### src/rtl/md_map_pkg.sv
package md_map_pkg;

	// --------------------------------------------------
	// 68000 address map
	// --------------------------------------------------

	// Decoded target of one access
	typedef enum logic [2:0] {
		ROM,
		ROM_HOLE,
		RAM,
		BANK,
		CTRL_BUSREQ,
		CTRL_RESET,
		NONE
	} region_e;

	// Work RAM at E00000-FFFFFF
	localparam logic [2:0] RAM_BASE_HI = 3'b111;

	// Bank registers at A130xx
	localparam logic [15:0] BANK_PAGE = 16'hA130;

	// Sound CPU control at A11xxx
	localparam logic [11:0] CTRL_PAGE = 12'hA11;

	// Cartridge window 000000-9FFFFF
	localparam logic [23:0] ROM_WINDOW_END = 24'hA00000;

	// NOP opcode, value of the open bus after reset
	localparam logic [15:0] OPEN_BUS_INIT = 16'h4E71;

	// 512 KB page mapper
	localparam int BANK_COUNT = 8;
	localparam int BANK_W     = 5;

endpackage

### src/rtl/md_types_pkg.sv
package md_types_pkg;

	// Bus widths
	localparam int ADDR_W = 24;
	localparam int DATA_W = 16;

	// --------------------------------------------------
	// One host transaction as seen by the bus controller
	// --------------------------------------------------
	typedef struct packed {
		// Word address, byte address bit 0 dropped
		logic [ADDR_W-2:0] word_addr;
		logic [DATA_W-1:0] wdata;
		logic              write;
		// Upper lane in bit 1
		logic [1:0]        be;
	} bus_req_t;

	// Main bus controller states
	typedef enum logic [2:0] {
		IDLE,
		SELECT,
		RAM_READ,
		ROM_WAIT,
		FINISH
	} mstate_e;

endpackage

### src/rtl/mbus_ctrl.sv
module mbus_ctrl import md_types_pkg::*, md_map_pkg::*; #(
	parameter int unsigned ROM_BYTES = 32'h0040_0000
) (
	input  logic                          MCLK,
	input  logic                          reset,
	input  bus_req_t                      req,
	input  logic                          req_valid,
	output logic                          rsp_done,
	output logic [DATA_W-1:0]             rsp_data,
	output logic                          bank_wr,
	output logic [$clog2(BANK_COUNT)-1:0] bank_idx,
	output logic [BANK_W-1:0]             bank_data,
	output logic [ADDR_W-2:0]             bus_word_addr,
	input  logic [ADDR_W-2:0]             mapped_addr,
	output logic                          rom_start,
	output logic [ADDR_W-2:0]             rom_word_addr,
	input  logic                          rom_done,
	input  logic [DATA_W-1:0]             rom_rdata,
	output logic                          ram_we,
	output logic [1:0]                    ram_be,
	output logic [ADDR_W-2:0]             ram_addr,
	output logic [DATA_W-1:0]             ram_wdata,
	input  logic [DATA_W-1:0]             ram_q,
	output logic                          z80_busreq,
	output logic                          z80_reset_n
);

	mstate_e           state;
	bus_req_t          cur;
	region_e           region;
	logic [ADDR_W-1:0] byte_addr;
	logic [DATA_W-1:0] rdata;
	logic [DATA_W-1:0] open_bus;
	logic              ctrl_bit;
	logic              sel_cycle;

	assign byte_addr = {cur.word_addr, 1'b0};
	assign sel_cycle = (state == SELECT);

	// --------------------------------------------------
	// Address decode
	// --------------------------------------------------
	always_comb begin
		if (byte_addr < ROM_WINDOW_END) begin
			// Cartridge window, past the end of the ROM reads 0
			region = (byte_addr < ROM_BYTES) ? ROM : ROM_HOLE;
		end else if (byte_addr[23:21] == RAM_BASE_HI) begin
			region = RAM;
		end else if (byte_addr[23:8] == BANK_PAGE) begin
			region = BANK;
		end else if (byte_addr[23:12] == CTRL_PAGE && byte_addr[7:1] == 7'd0) begin
			if (byte_addr[11:8] == 4'h1) begin
				region = CTRL_BUSREQ;
			end else if (byte_addr[11:8] == 4'h2) begin
				region = CTRL_RESET;
			end else begin
				region = NONE;
			end
		end else begin
			region = NONE;
		end
	end

	// Bus acknowledge reads back as the inverse of the request
	assign ctrl_bit = (region == CTRL_BUSREQ) ? ~z80_busreq : z80_reset_n;

	// Strobes toward the targets
	assign rom_start = sel_cycle && (region == ROM) && !cur.write;
	assign ram_we    = sel_cycle && (region == RAM) && cur.write;
	assign bank_wr   = sel_cycle && (region == BANK) && cur.write;
	assign rsp_done  = (state == FINISH);

	assign bus_word_addr = cur.word_addr;
	assign rom_word_addr = mapped_addr;
	assign bank_idx      = cur.word_addr[$clog2(BANK_COUNT)-1:0];
	assign bank_data     = cur.wdata[BANK_W-1:0];
	assign ram_addr      = cur.word_addr;
	assign ram_be        = cur.be;
	assign ram_wdata     = cur.wdata;
	assign rsp_data      = rdata;

	// --------------------------------------------------
	// Controller FSM and control registers
	// --------------------------------------------------
	always_ff @(posedge MCLK) begin
		if (reset) begin
			state       <= IDLE;
			open_bus    <= OPEN_BUS_INIT;
			z80_busreq  <= 1'b0;
			z80_reset_n <= 1'b0;
		end else begin
			case (state)
			IDLE: begin
				if (req_valid) begin
					state <= SELECT;
				end
			end
			SELECT: begin
				state <= FINISH;
				if (region == ROM && !cur.write) begin
					state <= ROM_WAIT;
				end else if (region == RAM && !cur.write) begin
					state <= RAM_READ;
				end
				// Only the upper byte carries the control bit
				if (cur.write && cur.be[1]) begin
					if (region == CTRL_BUSREQ) begin
						z80_busreq <= cur.wdata[8];
					end
					if (region == CTRL_RESET) begin
						z80_reset_n <= cur.wdata[8];
					end
				end
			end
			RAM_READ: begin
				open_bus <= ram_q;
				state    <= FINISH;
			end
			ROM_WAIT: begin
				if (rom_done) begin
					open_bus <= rom_rdata;
					state    <= FINISH;
				end
			end
			default: begin
				state <= IDLE;
			end
			endcase
		end
	end

	// Request and read data registers
	always_ff @(posedge MCLK) begin
		if (state == IDLE && req_valid) begin
			cur <= req;
		end
	end

	always_ff @(posedge MCLK) begin
		if (sel_cycle) begin
			case (region)
			ROM_HOLE:                rdata <= '0;
			CTRL_BUSREQ, CTRL_RESET: rdata <= {open_bus[15:9], ctrl_bit, open_bus[7:0]};
			default:                 rdata <= open_bus;
			endcase
		end else if (state == RAM_READ) begin
			rdata <= ram_q;
		end else if (state == ROM_WAIT && rom_done) begin
			rdata <= rom_rdata;
		end
	end

endmodule

### config.mk
export PLATFORM = sky130hd
export DESIGN_NAME = mbus_ctrl
export DESIGN_NICKNAME = d
export VERILOG_FILES = /design/src/rtl/md_map_pkg.sv /design/src/rtl/md_types_pkg.sv /design/src/rtl/mbus_ctrl.sv
export SDC_FILE = /design/constraint.sdc
export NUM_CORES = 1
export LEC_CHECK = 0
export ABC_AREA = 0
export BUFFER_PORTS_ARGS = -buffer_cell sky130_fd_sc_hd__buf_4
export CORE_MARGIN = 2
export CORE_UTILIZATION = 35
export CTS_CLUSTER_SIZE = 40
export DETAILED_ROUTE_END_ITERATION = 6
export PLACE_DENSITY = 0.65
export SLEW_MARGIN = 25
export SYNTH_ARGS = -nofsm -noshare
export SYNTH_HDL_FRONTEND = slang
export SYNTH_SLANG_ARGS = --single-unit
### constraint.sdc
create_clock -name MCLK -period 4.9 [get_ports MCLK]
set_input_delay 0.49 -clock MCLK [delete_from_list [all_inputs] [get_ports MCLK]]
set_output_delay 0.49 -clock MCLK [all_outputs]
set_load 0.05 [all_outputs]
* After elaboration in Yosys (flattened, before gate mapping)
Cells that the tools add are included.
** Operators by class
- Order comparisons :: 2
- Reductions and logical operators :: 23
- Bitwise gates (word level) :: 1
- Equal/unequal tests :: 16
- Multiplexer cells :: 19
** Operator list (count)
- 16-bit 2-to-1 mux :: 4
- 16-bit one-hot mux with 2 select lines :: 2
- 24-bit by 23-bit less-than comparator with 1-bit output, second input constant :: 1
- 24-bit less-than comparator, second input constant :: 1
- 3-bit 2-to-1 mux :: 8
- 16-bit equality test, second input constant :: 1
- 12-bit equality test, second input constant :: 1
- 3-bit by 2-bit equality test with 1-bit output, second input constant :: 4
- 3-bit equality test, second input constant :: 4
- 1-bit logical AND :: 12
- 3-bit one-hot mux with 4 select lines :: 1
- 7-bit logical NOT :: 1
- 3-bit by 1-bit equality test with 1-bit output, second input constant :: 2
- 3-bit logical NOT :: 2
- 3-bit AND reduction :: 2
- 4-bit by 1-bit equality test with 1-bit output, second input constant :: 1
- 4-bit by 2-bit equality test with 1-bit output, second input constant :: 1
- 2-bit 2-to-1 mux :: 2
- 2-bit inequality test, second input constant :: 2
- 2-bit AND reduction :: 2
- 3-bit nonzero test :: 1
- 1-bit 2-to-1 mux :: 2
- 2-bit nonzero test :: 1
- 2-bit OR reduction :: 1
- 2 further kinds :: 2
** Word-level totals
- Bits in registers :: 79
- Logic and storage cells :: 70
- Input port bits :: 101
- Output and inout bits :: 117

* Longest topological paths before layout
Gate-level depths: netlist (run 1).
- Depth in word-level cells :: 12
- Gate-level depth with buffers :: 8
- Gate-level depth less buffers :: 4

* Worst setup path after synthesis (run 1)
Ideal clock, no wire load.
- Path kind :: input to register
- From :: in req_valid
- To :: reg cur, in the netlist bus_word_addr[0], enable pin
- Data required time :: 4.459 ns
- Data arrival time :: 2.720 ns
- Buffers on the path :: 0
- Cell stages on the path :: 2
- Setup slack :: 1.738 ns
- Library setup time :: 0.441 ns
- Path through :: or3b_2 nor2_1
** Between the ends
- Longest elaborated chain between the ends :: 1
** RTL lines
- start, declared :: line mbus_ctrl.sv:7 : input logic req_valid,
- 1-bit logical AND :: line mbus_ctrl.sv:134 : if (state == IDLE && req_valid) begin
- end signal, assigned :: line mbus_ctrl.sv:135 : cur <= req;
- end, declared :: line mbus_ctrl.sv:29 : bus_req_t cur;
Every way passes these cells.
A chain may end at the register's enable or synchronous reset.

* Worst setup path after layout (run 1)
- From :: reg cur, in the netlist bus_word_addr[18]
- To :: out bank_wr
** Between the ends
- Longest elaborated chain between the ends :: 9
- Elaborated cells on any way between the ends :: 13
- Those cells by class :: 2 x order compare; 3 x eq/ne; 5 x mux; 3 x reduce/logical
** RTL lines
- parallel branches: the longest is 5 deep, another holds 24-bit by 23-bit less-than comparator with 1-bit output
- 3-bit 2-to-1 mux * :: line mbus_ctrl.sv:44 : if (byte_addr < ROM_WINDOW_END) begin
- 3-bit by 2-bit equality test with 1-bit output * :: line mbus_ctrl.sv:70 : assign bank_wr = sel_cycle && (region == BANK) && cur.write;
- 1-bit logical AND * (2 in a row) :: line mbus_ctrl.sv:70
- end, declared :: line mbus_ctrl.sv:10 : output logic bank_wr,
Every way passes the cells marked *.

==> out/results.tsv, run 1 <==
stage	metric	value	unit
global_route	antenna_found_initial	0	
worst_setup_path	crit_end	bank_wr	
worst_setup_path	cp-start-kind	flop	
layout	layout-drive-gt1-share	45.5	%
logic_synthesis	yosys.area_share.simple	10.8	%
clocking	clockRootBuffer	clkbuf_16	
clocking	cts-hold-fix-buffers	0	
logic_synthesis	yosys.cell_types.count	43	
worst_setup_path	critical_path_peak_fanout	7	
clocking	cts_setup_buffers	0	
sta	tightestPinTransition	0.810	ns
power	switching_power	522	uW
flow_run	max_cap_viol_count	0	
global_route	grt.total_usage	14.2	%
logic_synthesis	synth_top_family_by_area	buffers and inverters	
worst_hold_path	hp-class	input pin to flop	
die	rows	39	
detailed_routing	wl_per_cell	15.6	um
placement	portBuffers	171	
placement	place_area	4690	um^2
logic_synthesis	ys_dominant_reg_cell	edfxtp_1	
sta	hold_slack	0.332	ns
sta	min_period_over_period	49.7	%
detailed_routing	drt_iter0_drc	111	
global_route	grt_pass1_wl	13700	um
placement	routabilityCongestion	0.761	
detailed_routing	ant_nets	0	
logic_synthesis	syn_avg_cell_area	11.5	um^2
logic_synthesis	synth_cells	347	
sta	max_freq	0.411	GHz
detailed_routing	viasPerCell	4.69	
worst_setup_path	critPathCaptureType	output port	
layout	design_area	4970	um^2
global_route	grt_max_degree	29	
logic_synthesis	yosysTopAreaCell	edfxtp_1	
detailed_routing	drcViolationCount	0	
power	switching_share	28.9	%
power	comb_power_share	21.0	%
sta	rsz0062_at_grt	no	
die	dieArea	12300	um^2
worst_setup_path	r2r_end	rsp_data[15]	
layout	finalNonFillerCells	569	
power	p_seq_share	44.1	%
clocking	cts_tree	yes	
logic_synthesis	synth_most_common_cell	buf_4	
die	io_pins	218	
power	ir_drop	0.000213	V
layout	final_util	44.1	%
die	coreArea	11300	um^2
worst_setup_path	crit-reg2reg-launch	state[0]	
logic_synthesis	synth_common_cells	buf_4 (103), edfxtp_1 (58), nand2_1 (26), dfxtp_1 (21), mux2i_1 (20)	
sta	period_minus_slack	2.43	ns
detailed_routing	vias	2667	
sta	skew	0.00536	ns
sta	maxSlewViolCount	0	
worst_setup_path	worstPathArrival	1.94	ns
power	leakage	1.96	nW
logic_synthesis	synth.area.top_cells	edfxtp_1 (44%), buf_4 (19%), dfxtp_1 (11%)	
placement	dp_hpwl	6670	um
die	die_h	111	um
clocking	cts_sinks	79	
power	pwr-share-clk	34.9	%
worst_setup_path	crit_start	bus_word_addr[18]	
power	p_per_area	363	nW/um^2
logic_synthesis	synth_edf_count	58	
logic_synthesis	synth-compound-area-share	8.93	%
power	internal_power	1.28	mW
worst_setup_path	r2r_setup_slack	2.54	ns
logic_synthesis	muxShareOfSynthArea	5.01	%
logic_synthesis	yosysWarningCount	0	
logic_synthesis	synth_top_area_share	43.6	%
clocking	worstSkewPairLatency	0.33	ns
logic_synthesis	synth_xor_area_share	0.219	%
logic_synthesis	synthArstFlopShare	0	%
clocking	cts_buffers	9	
logic_synthesis	ys_ff_latch	79	
sta	layout_setup_ws	2.47	ns
clocking	cts_resized	0	
layout	diodes	0	
die	start_util	35.4	%
logic_synthesis	synth-adder-area-share	0	%
clocking	h-tree-depth	3	
global_route	grt_pass1_vias	2647	
outcome	outcome	finished clean	
sta	max-slew-margin-rel	46.0	%
detailed_routing	drtPass1Iterations	5	
logic_synthesis	synthesis.nets	448	
layout	area_growth	24.5	%
global_route	grt_overflow	0	
detailed_routing	wirelength	8870	um
worst_setup_path	crit_required	4.41	ns
clocking	cts.clk_slew.worst_paths	0.06	ns
placement	pre_cts_ws	2.38	ns
sta	setup_tns	0	ns
logic_synthesis	yosysSeqAreaShare	54.2	%
worst_setup_path	crit_type	flop to output port	
logic_synthesis	synth_area	3990	um^2
die	die_w	111	um
sta	setup_violations	0	
placement	dp.cells	553	
power	fin_total_pwr	1.80	mW
sta	hold_viol	0	
layout	final.fill_count	1026	
clocking	ctsLongestPathBuffers	2	
worst_setup_path	reg2reg_depth	3	
layout	num-nets-final	522	
worst min-delay path by stage:
stage	from	endpoint	slack, ns	cells after the start
5_1_grt	req[33]	bus_word_addr[14]	0.32	1
3_5_place_dp	open_bus[1]	open_bus[1]	0.45	2
2_1_floorplan	open_bus[12]	open_bus[12]	0.43	2
4_1_cts	req[15]	ram_wdata[12]	0.32	1
3_3_place_gp	open_bus[15]	open_bus[15]	0.44	2
6_report	req[2]	cur[2]	0.33	1
critical path, stage by stage, from the launching register on:
cell and delay, ns:
edfxtp_1 0.40, nor4b_1 0.32, nand4_1 0.30, nor4_1 0.34
buf_4 0.25
flip-flops by register name, summed over array words and instances (netlist names):
register       count
state              3
ram_be             2
cur                1
z80_reset_n        1
open_bus          16
ram_wdata         16
bus_word_addr     23
rsp_data          16
z80_busreq         1
layout make-up:
| type | count | area (um^2) | share of cell area [%] |
|---|---|---|---|
| clock buffer | 11 | 233 | 4.68 |
| clock inverter | 5 | 48.8 | 0.982 |
| inverter | 3 | 11.3 | 0.227 |
| multi-input combinational | 154 | 1010 | 20.3 |
| sequential | 79 | 2160 | 43.5 |
| tap | 143 | 179 | 3.60 |
| timing repair buffer | 174 | 1330 | 26.7 |
power by group through the flow:
stage	sequential (mW)	combinational, mW	clock [mW]
6_report	0.796	0.379	0.629
5_1_grt	0.801	0.398	0.674
4_1_cts	0.797	0.382	0.644
3_5_place_dp	0.810	0.382	0
3_3_place_gp	0.809	0.375	0
2_1_floorplan	0.832	0.313	0
cell families after synthesis:
family,count (synthesis)
buf+inv,114
flops,79
simple gates,78
compound gates,55
mux,20
xor+xnor,1
cell usage in the layout, fill, tap and decap left out, types with 8 or more instances in the layout:
cell / netlist / layout
buf_4: 103 / 173
edfxtp_1: 58 / 58
nand2_1: 26 / 26
dfxtp_1: 21 / 21
mux2i_1: 20 / 20
o21ai_0: 18 / 18
nor2_1: 15 / 14
a21oi_1: 11 / 11
clkbuf_16: 0 / 9
a211o_1: 8 / 8
layer usage:
layer,vias up,wire [um],track usage [%]
met4,0,146,5.67
met2,146,4100,22.3
met5,-,0,0
li1,1296,-,-
met3,13,875,5.08
met1,1212,3740,17.9
(Power assumes the default switching activity.)
==> run 2: changes to the inputs <==
ABC_AREA = 1   (was 0)
PLACE_DENSITY = 0.68   (was 0.65)
clock period = 1.99 ns   (was 4.9 ns; I/O delays follow)
==> out/results.tsv, run 2 <==
stage	metric	value	unit
power	ir_drop	0.000429	V
sta	min_period_over_period	101	%
logic_synthesis	ys_dominant_reg_cell	edfxtp_1	
detailed_routing	drcViolationCount	0	
layout	num-nets-final	603	
placement	portBuffers	171	
clocking	cts.clk_slew.worst_paths	0.06	ns
flow_run	max_cap_viol_count	0	
sta	tightestPinTransition	0.335	ns
sta	skew	0.00513	ns
logic_synthesis	synth_top_area_share	43.0	%
layout	largest_reg_flops	23	
clocking	cts_tree	yes	
sta	setup_violations	1	
detailed_routing	vias	3091	
layout	layout-drive-gt1-share	46.0	%
logic_synthesis	synth_area	4050	um^2
worst_hold_path	hp-start	req[0]	
clocking	clockRootBuffer	clkbuf_16	
logic_synthesis	synth_common_cells	buf_4 (97), edfxtp_1 (58), nand2_1 (38), nor2_1 (32), o21ai_0 (32)	
logic_synthesis	synthesis.nets	509	
sta	period_minus_slack	2.01	ns
placement	pre_cts_ws	0.178	ns
worst_setup_path	crit_type	flop to output port	
detailed_routing	drtPass1Iterations	4	
global_route	grt_pass1_wl	15500	um
logic_synthesis	yosysWarningCount	0	
worst_setup_path	critical_path_peak_fanout	3	
logic_synthesis	synth.area.top_cells	edfxtp_1 (43%), buf_4 (18%), dfxtp_1 (10%)	
sta	hold_slack	0.0388	ns
clocking	ctsLongestPathBuffers	2	
logic_synthesis	yosys.cell_types.count	32	
clocking	h-tree-depth	3	
worst_setup_path	crit-reg2reg-launch	bus_word_addr[3]	
sta	rsz0062_at_grt	yes	
clocking	cts_buffers	9	
logic_synthesis	synth_cells	408	
logic_synthesis	synth_most_common_cell	buf_4	
worst_setup_path	worstPathArrival	1.81	ns
placement	routabilityCongestion	0.825	
worst_hold_path	hp-class	input pin to flop	
detailed_routing	drt_iter0_drc	208	
worst_hold_path	whs_endpoint	ram_be[0]	
layout	final_cell_mix	buf_4 (185), edfxtp_1 (58), nand2_1 (37), o21ai_0 (32), nor2_1 (28)	
logic_synthesis	synth_edf_count	58	
global_route	grt_overflow	0	
outcome	violations	setup timing	
power	p_per_area	979	nW/um^2
sta	hold_viol	0	
logic_synthesis	yosysTopAreaCell	edfxtp_1	
layout	diodes	0	
logic_synthesis	yosysSeqAreaShare	53.4	%
die	rows	39	
clocking	worstSkewPairLatency	0.33	ns
detailed_routing	wirelength	10000	um
detailed_routing	wl_per_cell	15.4	um
sta	maxSlewViolCount	0	
worst_hold_path	whs_path_depth	1	
logic_synthesis	ys_ff_latch	79	
worst_setup_path	r2r_end	rsp_data[1]	
clocking	cts-hold-fix-buffers	0	
worst_setup_path	r2r_setup_slack	0.20	ns
global_route	grt_pass1_vias	3012	
die	start_util	35.6	%
worst_setup_path	crit_required	1.79	ns
outcome	outcome	complete, but fails checks	
global_route	grt_max_degree	43	
die	io_pins	218	
logic_synthesis	syn_avg_cell_area	9.93	um^2
die	die_h	112	um
detailed_routing	viasPerCell	4.76	
sta	layout_setup_ws	-0.0183	ns
worst_setup_path	reg2reg_depth	10	
layout	final_common_cell	buf_4	
logic_synthesis	synthArstFlopShare	0	%
placement	dp_hpwl	7390	um
worst_setup_path	critPathCaptureType	output port	
clocking	cts_sinks	79	
detailed_routing	ant_nets	0	
global_route	antenna_found_initial	0	
die	die_w	112	um
power	leakage	2.24	nW
layout	area_growth	29.5	%
sta	max_freq	0.498	GHz
global_route	grt.total_usage	15.5	%
die	coreArea	11400	um^2
worst_setup_path	cp-start-kind	flop	
sta	max-slew-margin-rel	77.6	%
die	dieArea	12500	um^2
-- run 2: cell count changes in the layout (fill, tap and decap cells not counted), moves of 7 or more --
cell | previous run | this run
o221ai_1 | 7 | 0
o21ai_0 | 18 | 32
a211o_1 | 8 | 0
o211ai_1 | 0 | 11
inv_1 | 3 | 23
buf_4 | 173 | 185
a21oi_1 | 11 | 20
nand3_1 | 3 | 23
nand2_1 | 26 | 37
mux2i_1 | 20 | 0
nor2_1 | 14 | 28
-- run 2: kinds of logic (layout without fill, tap and decap cells) --
family | after synthesis | count (layout) | share of synthesized area (%)
simple gates | 113 | 113 | 13.3
buf+inv | 135 | 234 | 21.9
compound gates | 81 | 81 | 11.5
flops | 79 | 79 | 53.4
-- run 2: through the flow --
stage | setup TNS, ns | util [%] | cell area, um^2 | cells | power, mW
finish | -0.0183 | 46.2 | 5250 | 650 | 5.14
global route | -0.157 | 46.2 | 5250 | 650 | 5.35
CTS | -0.0549 | 45.4 | 5160 | 642 | 5.15
detailed placement | 0 | 42.6 | 4840 | 625 | 3.46
global placement | 0 | 42.6 | 4840 | 625 | 3.44
floorplan | -10.69 | - | 4070 | 408 | 3.25
-- run 2: final cells by class --
cell class | count | area [um^2]
Clock inverter | 7 | 80.1
Clock buffer | 9 | 225
Timing Repair Buffer | 189 | 1440
Tap cell | 143 | 179
Inverter | 29 | 109
Fill cell | 1088 | 6120
Multi-Input combinational cell | 194 | 1050
Sequential cell | 79 | 2160
-- run 2: worst max-delay path by stage --
stage,startpoint,slack [ns],to,cells past startpoint
after global placement,bus_word_addr[9],0.24,rsp_data[3],9
after CTS,bus_word_addr[9],-0.05,bank_wr,8
after global routing,bus_word_addr[16],-0.16,bank_wr,8
final,bus_word_addr[18],-0.02,bank_wr,8
after detailed placement,bus_word_addr[21],0.18,rsp_data[1],9
after floorplan,state[2],-0.25,bus_word_addr[0],1
-- run 2: timing repair --
item                       4_1_cts  5_1_grt
pin swaps                        0        1
setup buffers                    1        8
setup endpoints to repair        2        2
resized for setup                3        9
-- run 2: per-layer routing --
metal	up-vias	GRT usage [%]	wire, um
li1	1492	-	-
met1	1454	18.8	3980
met2	127	26.7	5190
met3	18	4.57	722
met4	0	4.69	141
met5	-	0	0
-- run 2: power by group --
group / internal (mW) / total [mW] / leakage, nW / switching [mW]
Clock: 0.990 / 1.69 / 0.148 / 0.703
Sequential: 1.96 / 2.04 / 0.723 / 0.0844
Combinational: 0.444 / 1.41 / 1.37 / 0.962
-- run 2: worst max-delay path, cell delays in order, from the launching register on --
cell and delay, ns:
edfxtp_1 0.41, nor2_1 0.12, nand2_1 0.10, nor3_2 0.18
nand2_2 0.11, nand3_2 0.11, nand2_1 0.07, a211oi_2 0.18
buf_6 0.19
